==> config.mk <==
export PLATFORM = sky130hd
export DESIGN_NAME = control_unit
export DESIGN_NICKNAME = d
export VERILOG_FILES = /design/src/rtl/rv_pkg.sv /design/src/rtl/control_unit.sv
export SDC_FILE = /design/constraint.sdc
export NUM_CORES = 1
export LEC_CHECK = 0
export ABC_AREA = 0
export BUFFER_PORTS_ARGS = -buffer_cell sky130_fd_sc_hd__buf_2
export CAP_MARGIN = 15
export CORE_AREA = 2 2 46 48
export DETAILED_ROUTE_END_ITERATION = 16
export DIE_AREA = 0 0 48 50
export PLACE_DENSITY = 0.85
export SYNTH_ARGS = -nofsm -noshare
export SYNTH_HDL_FRONTEND = slang
export SYNTH_SLANG_ARGS = --single-unit
==> constraint.sdc <==
create_clock -name mem_busy -period 2.2 [get_ports mem_busy]
set_input_delay 0.44 -clock mem_busy [delete_from_list [all_inputs] [get_ports mem_busy]]
set_output_delay 0.44 -clock mem_busy [all_outputs]
set_load 0.02 [all_outputs]
==> src/rtl/rv_pkg.sv <==
package rv_pkg;

    localparam int xlen = 64;
    localparam int reg_count = 32;
    localparam logic [xlen-1:0] reset_pc = '0;

    // control unit states
    typedef enum logic [3:0] {
        idle,
        fetch,
        fetch_wait,
        decode,
        reg_reg,
        reg_imm,
        lui_st,
        auipc_st,
        jal_st,
        branch,
        jalr_st,
        load,
        load_wait,
        store,
        store_wait,
        halt
    } ctrl_state_t;

    // major opcodes handled by the core
    typedef enum logic [6:0] {
        opc_op     = 7'b0110011,
        opc_op_imm = 7'b0010011,
        opc_lui    = 7'b0110111,
        opc_auipc  = 7'b0010111,
        opc_jal    = 7'b1101111,
        opc_jalr   = 7'b1100111,
        opc_branch = 7'b1100011,
        opc_load   = 7'b0000011,
        opc_store  = 7'b0100011
    } opcode_t;

    // alu operation, same encoding as funct3
    typedef enum logic [2:0] {
        alu_add  = 3'b000,
        alu_sll  = 3'b001,
        alu_slt  = 3'b010,
        alu_sltu = 3'b011,
        alu_xor  = 3'b100,
        alu_srl  = 3'b101,
        alu_or   = 3'b110,
        alu_and  = 3'b111
    } alu_op_t;

    typedef enum logic [1:0] {
        wb_alu  = 2'b00,
        wb_load = 2'b01,
        wb_pc4  = 2'b10
    } wb_sel_t;

endpackage

==> src/rtl/control_unit.sv <==
`timescale 1ns/1ns

module control_unit (
    input  logic             mem_busy,
    input  logic             reset,
    input  logic             mem_ack,
    input  rv_pkg::opcode_t  opcode,
    input  logic [2:0]       funct3,
    input  logic [6:0]       funct7,
    input  logic             zero,
    input  logic             negative,
    input  logic             carry_out,
    input  logic             overflow,
    output logic             mem_rd_en,
    output logic             mem_wr_en,
    output logic [7:0]       mem_byte_en,
    output logic             alua_src,
    output logic             alub_src,
    output logic             aluy_src,
    output rv_pkg::alu_op_t  alu_op,
    output logic             sub,
    output logic             arithmetic,
    output logic             alupc_src,
    output logic             pc_src,
    output logic             pc_en,
    output rv_pkg::wb_sel_t  wb_sel,
    output logic             wr_reg_en,
    output logic             ir_en,
    output logic             mem_addr_src,
    output logic             halted
);
    import rv_pkg::*;

    ctrl_state_t state;
    ctrl_state_t next_state;
    logic        known_op;
    logic        take_branch;
    logic [7:0]  size_mask;

    always_ff @(posedge mem_busy or posedge reset)
    begin
        if (reset)
        begin
            state <= idle;
        end
        else
        begin
            state <= next_state;
        end
    end

    assign known_op = opcode inside {opc_op, opc_op_imm, opc_lui, opc_auipc, opc_jal,
                                     opc_jalr, opc_branch, opc_load, opc_store};

    // branch decision from the flags of rs1 - rs2
    always_comb
    begin
        if (funct3[1])
            take_branch = carry_out ~^ funct3[0];
        else if (funct3[2])
            take_branch = (negative ^ overflow) ^ funct3[0];
        else
            take_branch = zero ^ funct3[0];
    end

    always_comb
    begin
        case (funct3[1:0])
            2'b00:   size_mask = 8'h01;
            2'b01:   size_mask = 8'h03;
            2'b10:   size_mask = 8'h0f;
            default: size_mask = 8'hff;
        endcase
    end

    assign halted = (state == halt);

    always_comb
    begin
        next_state   = state;
        mem_rd_en    = 1'b0;
        mem_wr_en    = 1'b0;
        mem_byte_en  = 8'h00;
        alua_src     = 1'b0;
        alub_src     = 1'b0;
        aluy_src     = 1'b0;
        alu_op       = alu_add;
        sub          = 1'b0;
        arithmetic   = 1'b0;
        alupc_src    = 1'b0;
        pc_src       = 1'b0;
        pc_en        = 1'b0;
        wb_sel       = wb_alu;
        wr_reg_en    = 1'b0;
        ir_en        = 1'b0;
        mem_addr_src = 1'b0;

        case (state)
            idle:
            begin
                next_state = fetch;
            end

            // ack may arrive in the first request cycle already
            fetch, fetch_wait:
            begin
                mem_rd_en   = 1'b1;
                mem_byte_en = 8'h0f;
                ir_en       = mem_ack;
                next_state  = mem_ack ? decode : fetch_wait;
            end

            decode:
            begin
                if (opcode[1:0] != 2'b11 || !known_op)
                    next_state = halt;
                else if (opcode[4])
                begin
                    if (opcode[5])
                        next_state = opcode[2] ? lui_st : reg_reg;
                    else
                        next_state = opcode[2] ? auipc_st : reg_imm;
                end
                else if (opcode[6])
                begin
                    if (opcode[3])
                        next_state = jal_st;
                    else
                        next_state = opcode[2] ? jalr_st : branch;
                end
                else
                begin
                    next_state = opcode[5] ? store : load;
                end
            end

            reg_reg:
            begin
                alu_op     = alu_op_t'(funct3);
                sub        = funct7[5];
                arithmetic = funct7[5];
                pc_en      = 1'b1;
                wr_reg_en  = 1'b1;
                next_state = fetch;
            end

            reg_imm:
            begin
                alub_src   = 1'b1;
                alu_op     = alu_op_t'(funct3);
                // only srai carries the arithmetic bit in its immediate
                arithmetic = funct7[5] & (funct3 == 3'b101);
                pc_en      = 1'b1;
                wr_reg_en  = 1'b1;
                next_state = fetch;
            end

            lui_st:
            begin
                alub_src   = 1'b1;
                aluy_src   = 1'b1;
                pc_en      = 1'b1;
                wr_reg_en  = 1'b1;
                next_state = fetch;
            end

            auipc_st:
            begin
                alua_src   = 1'b1;
                alub_src   = 1'b1;
                pc_en      = 1'b1;
                wr_reg_en  = 1'b1;
                next_state = fetch;
            end

            jal_st:
            begin
                pc_src     = 1'b1;
                pc_en      = 1'b1;
                wb_sel     = wb_pc4;
                wr_reg_en  = 1'b1;
                next_state = fetch;
            end

            branch:
            begin
                sub        = 1'b1;
                pc_src     = take_branch;
                pc_en      = 1'b1;
                next_state = fetch;
            end

            jalr_st:
            begin
                alub_src   = 1'b1;
                alupc_src  = 1'b1;
                pc_src     = 1'b1;
                pc_en      = 1'b1;
                wb_sel     = wb_pc4;
                wr_reg_en  = 1'b1;
                next_state = fetch;
            end

            load, load_wait:
            begin
                alub_src     = 1'b1;
                mem_addr_src = 1'b1;
                mem_rd_en    = 1'b1;
                mem_byte_en  = size_mask;
                wb_sel       = wb_load;
                pc_en        = mem_ack;
                wr_reg_en    = mem_ack;
                next_state   = mem_ack ? fetch : load_wait;
            end

            store, store_wait:
            begin
                alub_src     = 1'b1;
                mem_addr_src = 1'b1;
                mem_wr_en    = 1'b1;
                mem_byte_en  = size_mask;
                pc_en        = mem_ack;
                next_state   = mem_ack ? fetch : store_wait;
            end

            default:
            begin
                next_state = halt;
            end
        endcase
    end

endmodule

# --- After elaboration in Yosys (flattened, before gate mapping) ---
# Cells that the tools add are included.
totals:
  word_cells: 82
  in_bits: 24
  output_inout_bits: 27
  ff_bits: 4
op_classes:
  n_eq_ne: 28
  bitwise: 5
  n_mux: 32
  reduce_logical: 16
ops:
  columns: ["op", "count"]
  rows:
  - ["$eq 4x4->1 const B", 8]
  - ["$pmux 8 s3", 1]
  - ["$eq 7x6->1 const B", 3]
  - ["$eq 7x7->1 const B", 3]
  - ["$mux 4", 5]
  - ["$pmux 4 s5", 1]
  - ["$eq 4x3->1 const B", 4]
  - ["$pmux 8 s2", 1]
  - ["$reduce_or 8->1", 2]
  - ["$eq 7x5->1 const B", 2]
  - ["$mux 1", 11]
  - ["$mux 2", 5]
  - ["$pmux 1 s2", 5]
  - ["$reduce_or 2->1", 5]
  - ["$reduce_bool 9->1", 1]
  - ["$eq 4x2->1 const B", 2]
  - ["$reduce_or 4->1", 2]
  - ["$eq 7x2->1 const B", 1]
  - ["$reduce_or 7->1", 1]
  - ["$mux 3", 2]
  - ["$reduce_or 6->1", 1]
  - ["$eq 4x1->1 const B", 1]
  - ["$logic_not 4->1", 1]
  - ["$pmux 2 s2", 1]
  - ["other kinds (10)", 12]

# --- Depth between registers and ports, before layout ---
# Gate-level depths: netlist (run 1).
logic_depth:
  word_depth: 6
  ltp_mapped: 6
  mapped_depth_nobuf: 4

# --- Worst setup path after synthesis (run 1) ---
# No wires, ideal clock.
synth_timing:
  path_kind: "reg2out"
  start: "register state[1]"
  end: "output mem_byte_en[5]"
  path_stages_with_launch: 7
  required_ns: 1.760
  t_arrival_ns: 1.574
  n_path_buf: 2
  slack_ns: 0.186
  path_cell_list: "dfrtp_1 and2_1 buf_4 xnor2_1 and2_4 and3_1 buf_4"
synth_between:
  elab_chain_len: 3
  word_cells_on_any_way: 9
  classes_between: "eq/ne: 6; mux: 1; reduce/logical: 2"
synth_lines:
  columns: ["item", "line_no", "source"]
  rows:
  - ["start: declaration", "control_unit.sv:34", "ctrl_state_t state;"]
  - ["start signal: assignment", "control_unit.sv:44", "state <= idle;"]
  - ["start signal: assignment", "control_unit.sv:48", "state <= next_state;"]
  - ["$eq 4x4->1 (tied with other cells)", "control_unit.sv:98", "case (state)"]
  - ["$reduce_or 4->1 (no line) / $reduce_or 2->1 (equally long branches)", null, null]
  - ["$pmux 8 s2 (*)", "control_unit.sv:98", null]
  - ["end: declaration", "control_unit.sv:16", "output logic [7:0] mem_byte_en,"]
# Mark *: on every way between the ends. The rest lies on a longest branch, timed or not.

# --- Final worst setup path (run 1) ---
layout_timing:
  start: "register state[1]"
  end: "output mem_byte_en[1]"
# Same word-level chain as after synthesis.

==> out/metrics.cfg, run 1 <==
[outcome]
status = finished clean

[drt]
routed_wl_um = 2090
ant_nets = 0
via_count = 913
drtPass1Iterations = 4
drt_iter0_markers = 26
wl_per_cell_um = 12.2
drcViolationCount = 0
via_per_inst = 5.31

[yosys]
yosysWarningCount = 0
yosysMostFrequentCell = nor2_1
ys_seq_area_frac = 0.142
syn_area_per_cell_um2 = 6.73
netlist_top_cells_count = nor2_1 (13), nand2_1 (12), o21ai_0 (8)
ys_ff_latch = 4
synth_area_leaders = dfrtp_1 (14%), nor2_1 (6.9%), nand2_1 (6.4%)
synth_top_area_frac = 0.142
ys_types = 35
netlist_area_um2 = 707
syn_inst = 105
async_reset_ff_frac = 1.00
yosys.area.top_type = dfrtp_1
synth_nets = 129
synth_flop_cell = dfrtp_1
synth_edf_count = 0

[floorplanning]
core_area_um2 = 1900
start_util = 0.372
dieArea_um2 = 2400
boundaryPins = 51
rows = 16
die_h_um = 50
fp.dieW_um = 48

[flow_run]
max_cap_violations = 0

[power_and_ir_drop]
p_total_mw = 1.36
leakage_nw = 0.493
p_per_area_nw_per_um2 = 1430
ir_drop_mv = 0.547

[clock_network]
clock_latency_ns = 0.25
cts_buffer_depth = 2
numCtsBuffers = 3
cts_resized = 0
h-tree-depth = 1
cts_hold_buf = 0
cts_root_buf = clkbuf_4
cts.clk_slew.worst_paths_ns = 0.04
postCtsSetupBuffers = 0
clock_sinks = 4
cts_tree = built

[placement]
gp_congestion = 0.777
dp.cells = 169
dp_hpwl_um = 1670
numPortBuffers = 44

[worst_setup_path]
crit_fanout = 13
cp_slowest_cell = dfrtp_1
rr_worst_depth = 4
r2r_slack_ns = 0.80
worstSetupStartpointType = flip-flop
endpoint_kind = output pin
r2r-end = state[1]
cp.buffers_inverters = 2
cp.arrival_ns = 1.62
crit_type = flip-flop to output pin
required_ns = 1.76
slowest_delay_ns = 0.37
worstPathCellList = buf_4 -> and3_1 -> o21a_1 -> o21ai_0 -> nand3_1 -> buf_2
cpLargestDelayFamily = compound AO/OA/AOI/OAI gates
rr_startpoint = state[3]

[sta]
fin_crit_ns = 2.06
slew_headroom = 0.787
hold_viol = 0
min_period_over_period = 0.939
report.final.slew_viol_count = 0
worstMarginPinSlew_ns = 0.319
setup-violations-final = 0
setup_tns_ns = 0
rsz0062_at_grt = false
hold_ws_ns = 0.0595
fmax_mhz = 484
fin_skew_ns = 0.00914

[global_routing]
antenna_found_initial = 0
grt_max_degree = 16
grt-ovfl-total = 0
grt_pass1_vias = 839
grt_usage = 0.191
grt_first_pass_wirelength_um = 3420

[final_layout]
regMostFlops = state
layout-drive-gt1-share = 0.393
fin_util = 0.499
final_cells = 172
largest_reg_flops = 4
syn_to_final_growth_pct = 34.2
finalNetCount = 171
antenna_cells = 0
top_regs = state (4)

[min_path]
worstHoldPathType = primary input to async pin

## worst max path at each step
stage / depth (start not counted) / slack, ns / end / start
finish: 6 / 0.14 / mem_byte_en[1] / state[1]
global route: 5 / 0.04 / mem_byte_en[5] / state[1]
CTS: 5 / 0.08 / mem_byte_en[1] / state[3]
detailed placement: 6 / 0.31 / pc_src / funct3[1]
global placement: 6 / 0.35 / pc_src / funct3[1]
floorplan: 6 / 0.19 / mem_byte_en[5] / state[1]
## power breakdown
group	leakage [nW]	internal [mW]	switching [mW]
sequential	0.0453	0.109	0.0524
clock	0.0138	0.0614	0.0354
combinational	0.434	0.406	0.694
## worst register-to-register path: cells and delay by family (launching register included)
kind | cells | cell delay (ns)
flip-flops | 1 | 0.50
AND/OR/NAND/NOR | 2 | 0.34
AO/OA/AOI/OAI | 2 | 0.44
## cells in the final DEF, fill, tap and decap left out, types with 2 or more instances in the layout
cell type  instances
buf_2             44
nor2_1            13
nand2_1           12
o21ai_0            8
and2_1             5
nor2b_1            5
inv_1              4
buf_4              4
nand4_1            3
and3_1             3
nor3b_1            3
a21oi_1            3
xnor2_1            3
clkbuf_4           3
dfrtp_1            3
nand2b_1           2
o21ai_1            2
xor2_1             2
nor4b_1            2
o31ai_1            2
a31oi_1            2
nand3_1            2
## cells by family after synthesis
group                    Yosys count  share of synthesized area
AO/OA/AOI/OAI                     26                      0.248
XOR/XNOR                           6                     0.0743
adder cells (fa/ha/maj)            1                     0.0142
buffers and inverters             15                      0.126
flip-flops                         4                      0.142
AND/OR/NAND/NOR                   53                      0.396
## metrics by stage
| stage | cell area, um^2 | setup slack (ns) |
|---|---|---|
| detailed placement | 917 | 0.308 |
| floorplan | 707 | 0.186 |
| global route | 948 | 0.0395 |
| finish | 948 | 0.135 |
| CTS | 940 | 0.0822 |
| global placement | 917 | 0.348 |
## area by class of cell
class | count | area, um^2
Clock buffer | 3 | 22.5
Fill cell | 199 | 953
Inverter | 4 | 15.0
Multi-Input combinational cell | 86 | 526
Sequential cell | 4 | 101
Tap cell | 27 | 33.8
Timing Repair Buffer | 48 | 250
## layer usage
metal | vias to the layer above | share of wire | track usage
met2 | 32 | 0.52 | 0.318
met1 | 429 | 0.41 | 0.228
met3 | 4 | 0.046 | 0.0256
met4 | 0 | 0.018 | 0.0946
met5 | - | 0 | 0
li1 | 448 | - | -
No activity file was read; power rests on OpenSTA's default activity.
==> run 2, diff against run 1 <==
--- a/config.mk
+++ b/config.mk
@@ -9,8 +9,11 @@
 export BUFFER_PORTS_ARGS = -buffer_cell sky130_fd_sc_hd__buf_2
 export CAP_MARGIN = 15
 export CORE_AREA = 2 2 46 48
+export CTS_CLUSTER_DIAMETER = 120
 export DETAILED_ROUTE_END_ITERATION = 16
 export DIE_AREA = 0 0 48 50
+export GPL_TIMING_DRIVEN = 0
+export MAX_ROUTING_LAYER = met4
 export PLACE_DENSITY = 0.85
 export SYNTH_ARGS = -nofsm -noshare
 export SYNTH_HDL_FRONTEND = slang
==> out/metrics.cfg, run 2 (synthesis results as in run 1) <==
[drt]
ant_nets = 0
via_per_inst = 5.43
routed_wl_um = 2460
wl_per_cell_um = 13.6
drcViolationCount = 0
drtPass1Iterations = 4
via_count = 983
drt_iter0_markers = 27

[placement]
dp.cells = 176
gp_congestion = 0.805
dp_hpwl_um = 1840
numPortBuffers = 44
dp_slack_ns = 0.194

[worst_setup_path]
slowest_delay_ns = 0.37
endpoint_kind = output pin
cp.arrival_ns = 1.68
cp_slowest_cell = dfrtp_1
crit_fanout = 7
required_ns = 1.76
cpLargestDelayFamily = simple AND/OR/NAND/NOR gates
cp.buffers_inverters = 3
crit_type = flip-flop to output pin
worstSetupStartpointType = flip-flop
worstPathCellList = and2_1 -> buf_6 -> xnor2_4 -> and2_4 -> and3_4 -> buf_4 -> buf_2

[final_layout]
syn_to_final_growth_pct = 47.1
antenna_cells = 0
final_cells = 181
regMostFlops = state
layout_commonest_cell = buf_2
layout-drive-gt1-share = 0.435
finalNetCount = 180
layout_common_cells = buf_2 (45), nor2_1 (13), nand2_1 (12)
top_regs = state (4)
largest_reg_flops = 4

[global_routing]
grt_pass1_vias = 999
grt_max_degree = 11
grt-ovfl-total = 0
grt_first_pass_wirelength_um = 4080
grt_usage = 0.237
antenna_found_initial = 0

[clock_network]
cts_hold_buf = 0
cts.clk_slew.worst_paths_ns = 0.04
h-tree-depth = 1
clock_sinks = 4
numCtsBuffers = 3
clock_latency_ns = 0.23
cts_buffer_depth = 2
cts_tree = built
cts_root_buf = clkbuf_4

[sta]
fin_ws_ns = 0.0847
hold_viol = 0
worstMarginPinSlew_ns = 0.354
fin_skew_ns = 0.000141
slew_headroom = 0.764
fin_crit_ns = 2.12
fmax_mhz = 473
min_period_over_period = 0.961
report.final.slew_viol_count = 0
rsz0062_at_grt = false
setup_tns_ns = 0
setup-violations-final = 0

[outcome]
status = finished clean

[floorplanning]
rows = 16
fp.dieW_um = 48
start_util = 0.372
dieArea_um2 = 2400
die_h_um = 50
core_area_um2 = 1900
boundaryPins = 51

[power_and_ir_drop]
p_per_area_nw_per_um2 = 1480
p_total_mw = 1.54
ir_drop_mv = 0.774
leakage_nw = 0.536

[flow_run]
max_cap_violations = 0

[min_path]
worstHoldPathType = primary input to async pin

[run 2: cell count changes in the layout (fill, tap and decap cells not counted), sizes merged]
cell,change
clkbuf,+2
buf,+7
clkinvlp,+1
inv,-1
[run 2: final cells by class]
cell class	count	area, um^2
multi-input cells	86	542
fillers	172	862
plain buffers	11	85.1
well taps	27	33.8
clock buffers	3	22.5
flip-flops and latches	4	100
inverters	4	18.8
repair buffers	46	238
[run 2: final timing paths]
check | slack (ns) | from | end | cells past startpoint
setup reg to reg | 0.64 | state[1] | state[0] | 6
min in group mem_busy | 0.53 | opcode[3] | state[3] | 3
setup / recovery | 0.08 | state[1] | mem_byte_en[6] | 7
hold reg to reg | 0.79 | state[2] | state[2] | 4
hold / removal | 0.07 | reset | state[2] | 2
max in group asynchronous | 1.98 | reset | state[1] | 2
[run 2: power breakdown]
group,internal (mW),switching [mW]
Sequential,0.107,0.0169
Clock,0.0610,0.0293
Combinational,0.513,0.807
[run 2: metrics by stage]
stage	hold WS, ns	util	cell area (um^2)
detailed placement	0.324	0.505	961
finish	0.0748	0.547	1040
floorplan	0.206	-	707
CTS	0.0738	0.529	1010
global route	0.0933	0.547	1040
global placement	0.320	0.505	961
[run 2: repair_timing]
action                     in CTS  in global routing
gates resized for setup         1                 11
hold endpoints to repair        0                  0
setup buffers                   2                  0
setup endpoints to repair       3                  6
pin swaps                       0                  1
[run 2: metal layers]
| layer | vias to the layer above | GRT usage | share of wire |
|---|---|---|---|
| met4 | 0 | 0.162 | 0.047 |
| met1 | 452 | 0.253 | 0.39 |
| met2 | 52 | 0.384 | 0.51 |
| li1 | 465 | - | - |
| met3 | 14 | 0.0293 | 0.056 |
| met5 | - | - | 0 |
[run 2: worst register-to-register path: stages (launching register included)]
cell     delay [ns]
dfrtp_1        0.37
buf_4          0.14
buf_6          0.13
xnor2_1        0.12
a31oi_1        0.24
o21ai_1        0.18
a32oi_1        0.25
==> run 3, diff against run 2 <==
==> config.mk (replaced) <==
export PLATFORM = sky130hd
export DESIGN_NAME = control_unit
export DESIGN_NICKNAME = d
export VERILOG_FILES = /design/src/rtl/rv_pkg.sv /design/src/rtl/control_unit.sv
export SDC_FILE = /design/constraint.sdc
export NUM_CORES = 1
export LEC_CHECK = 0
export ABC_AREA = 1
export BUFFER_PORTS_ARGS = -buffer_cell sky130_fd_sc_hd__buf_2
export CAP_MARGIN = 15
export CORE_AREA = 2 2 47 49
export CTS_CLUSTER_DIAMETER = 120
export DETAILED_ROUTE_END_ITERATION = 16
export DIE_AREA = 0 0 49 51
export GPL_TIMING_DRIVEN = 0
export MAX_ROUTING_LAYER = met4
export PLACE_DENSITY = 0.84
export SYNTH_ARGS = -nofsm -noshare
export SYNTH_HDL_FRONTEND = slang
export SYNTH_SLANG_ARGS = --single-unit
==> constraint.sdc (replaced) <==
create_clock -name mem_busy -period 1.7 [get_ports mem_busy]
set_input_delay 0.34 -clock mem_busy [delete_from_list [all_inputs] [get_ports mem_busy]]
set_output_delay 0.34 -clock mem_busy [all_outputs]
set_load 0.02 [all_outputs]
==> out/metrics.cfg, run 3 <==
[outcome]
status = finished, violations left
violations = negative setup slack

[final_layout]
layout_commonest_cell = buf_4
top_regs = state (4)
layout_common_cells = buf_4 (28), nand2_1 (27), buf_2 (27)
antenna_cells = 0
fill_cells = 172
multiInputGateArea_um2 = 548
register_area_um2 = 103
finalNetCount = 225
syn_to_final_growth_pct = 91.5
regMostFlops = state
largest_reg_flops = 4
layout-drive-gt1-share = 0.513

[clock_network]
cts.clk_slew.worst_paths_ns = 0.04
clock_latency_ns = 0.24
cts_buffer_depth = 2
numCtsBuffers = 3
clock_sinks = 4
cts_tree = built
cts_root_buf = clkbuf_4
h-tree-depth = 1

[yosys]
yosys.area.top_type = nand2_1
ys_ff_latch = 4
synth_nets = 154
synth_edf_count = 0
synth_area_leaders = nand2_1 (17%), dfrtp_1 (14%), inv_1 (13%)
syn_inst = 130
netlist_area_um2 = 694
ys_seq_area_frac = 0.144
synth_flop_cell = dfrtp_1
syn_area_per_cell_um2 = 5.34
netlist_top_cells_count = nand2_1 (32), inv_1 (24), nor2_1 (22)
synth_top_area_frac = 0.173
yosysMostFrequentCell = nand2_1
async_reset_ff_frac = 1.00
yosysWarningCount = 0
ys_types = 21

[worst_setup_path]
r2r_slack_ns = 0.26
rr_startpoint = state[3]
crit_type = flip-flop to output pin
rr_worst_depth = 8
endpoint_kind = output pin
required_ns = 1.36
cp.arrival_ns = 1.65
crit_fanout = 5
r2r-end = state[0]
worstSetupStartpointType = flip-flop

[power_and_ir_drop]
p_int_uw = 980
p_per_area_nw_per_um2 = 1550
power_frac_comb = 0.845
ir_drop_mv = 0.671
p_clk_frac = 0.059
switching_share = 0.524
leakage_nw = 0.824
power.switching_mw = 1.08
p_seq_frac = 0.096
p_total_mw = 2.06

[global_routing]
antenna_found_initial = 0
grt_max_degree = 8
grt_pass1_vias = 895
grt_first_pass_wirelength_um = 3800
grt_usage = 0.207
grt-ovfl-total = 0

[min_path]
worstHoldPathType = primary input to flip-flop
min_to = state[0]
hold_depth = 3
worstHoldStart = mem_ack

[sta]
setup-violations-final = 18
fmax_mhz = 503
hold_ws_ns = 0.388
report.final.slew_viol_count = 0
fin_crit_ns = 1.99
hold_viol = 0
fin_skew_ns = 0.00552
fin_ws_ns = -0.289
slew_headroom = 0.811
min_period_over_period = 1.17
rsz0062_at_grt = true
worstMarginPinSlew_ns = 0.283

[floorplanning]
boundaryPins = 51
rows = 17
fp.dieW_um = 49
start_util = 0.337
die_h_um = 51
core_area_um2 = 2060
dieArea_um2 = 2500

[placement]
gp_congestion = 0.799
dp_hpwl_um = 1600
numPortBuffers = 44

[drt]
routed_wl_um = 2660
via_per_inst = 4.49
wl_per_cell_um = 11.7
drcViolationCount = 0
drt_iter0_markers = 14
drtPass1Iterations = 4
via_count = 1019
ant_nets = 0

[flow_run]
max_cap_violations = 0

-- run 3: changes by cell type in the layout (fill, tap and decap cells not counted), sizes merged, moves of 4 or more --
cell | before | now
nor2 | 13 | 26
nor2b | 5 | 0
nand3 | 2 | 9
inv | 3 | 27
and2 | 6 | 0
nand2 | 12 | 38
xnor2 | 4 | 0
buf | 55 | 69
-- run 3: per-layer routing --
layer	share of wire	global-route usage	routed length, um	vias to the layer above
met5	0	-	0	-
met4	0.043	0.124	115	0
met3	0.035	0.0205	93	12
met2	0.55	0.409	1470	36
met1	0.37	0.194	984	436
li1	-	-	-	535
-- run 3: area by class of cell --
cell class                      count  share of cell area
Tap cell                           28              0.0263
Sequential cell                     4              0.0771
Clock buffer                        3              0.0169
Buffer                              4              0.0310
Timing Repair Buffer               66               0.355
Inverter                           27              0.0818
Multi-Input combinational cell     95               0.412
-- run 3: power by group through the flow --
stage / Combinational [mW] / Sequential (mW) / Clock, mW
after floorplan: 0.864 / 0.182 / 0
after global placement: 1.16 / 0.189 / 0
after detailed placement: 1.18 / 0.191 / 0
after CTS: 1.54 / 0.192 / 0.127
after global routing: 1.85 / 0.203 / 0.136
final: 1.74 / 0.197 / 0.122
-- run 3: kinds of logic (layout without fill, tap and decap cells) --
| logic type | Yosys count | after routing | share of synthesized area |
|---|---|---|---|
| flops | 4 | 4 | 0.144 |
| simple gates | 77 | 77 | 0.517 |
| compound gates | 18 | 18 | 0.150 |
| buf+inv | 31 | 100 | 0.189 |
-- run 3: worst max-delay path by stage --
| stage | from | to | slack [ns] | cells after the start |
|---|---|---|---|---|
| after floorplan | state[1] | mem_byte_en[5] | -0.03 | 8 |
| after global placement | state[0] | mem_byte_en[5] | -0.04 | 9 |
| after detailed placement | state[0] | mem_byte_en[5] | -0.10 | 9 |
| after CTS | state[1] | mem_byte_en[5] | -0.29 | 9 |
| after global routing | state[1] | mem_byte_en[7] | -0.36 | 9 |
| final | state[3] | mem_byte_en[3] | -0.29 | 9 |
-- run 3: per-stage QoR --
stage / TNS (ns) / setup WS, ns / area, um^2 / utilization / cells
after floorplan: -0.0257 / -0.0257 / 742 / - / 130
after global placement: -0.0846 / -0.0419 / 997 / 0.483 / 202
after detailed placement: -0.259 / -0.105 / 997 / 0.483 / 202
after CTS: -2.61 / -0.289 / 1210 / 0.587 / 221
after global routing: -4.59 / -0.363 / 1330 / 0.645 / 227
final: -3.06 / -0.289 / 1330 / 0.645 / 227
-- run 3: critical path, cell delays in order, from the launching register on --
cell	delay [ns]
dfrtp_2	0.45
nand2_2	0.14
nor2_4	0.06
nor2_4	0.17
nand2_8	0.08
inv_8	0.06
buf_4	0.11
o21ai_2	0.05
buf_4	0.13
buf_4	0.14
-- run 3: repair_timing --
| item | CTS | global route |
|---|---|---|
| hold buffers | 1 | 0 |
| pin swaps | 4 | 7 |
| endpoints found under the setup margin | 17 | 23 |
| hold endpoints to repair | 4 | 0 |
| buffers inserted | 15 | 6 |
| gates resized for setup | 23 | 23 |
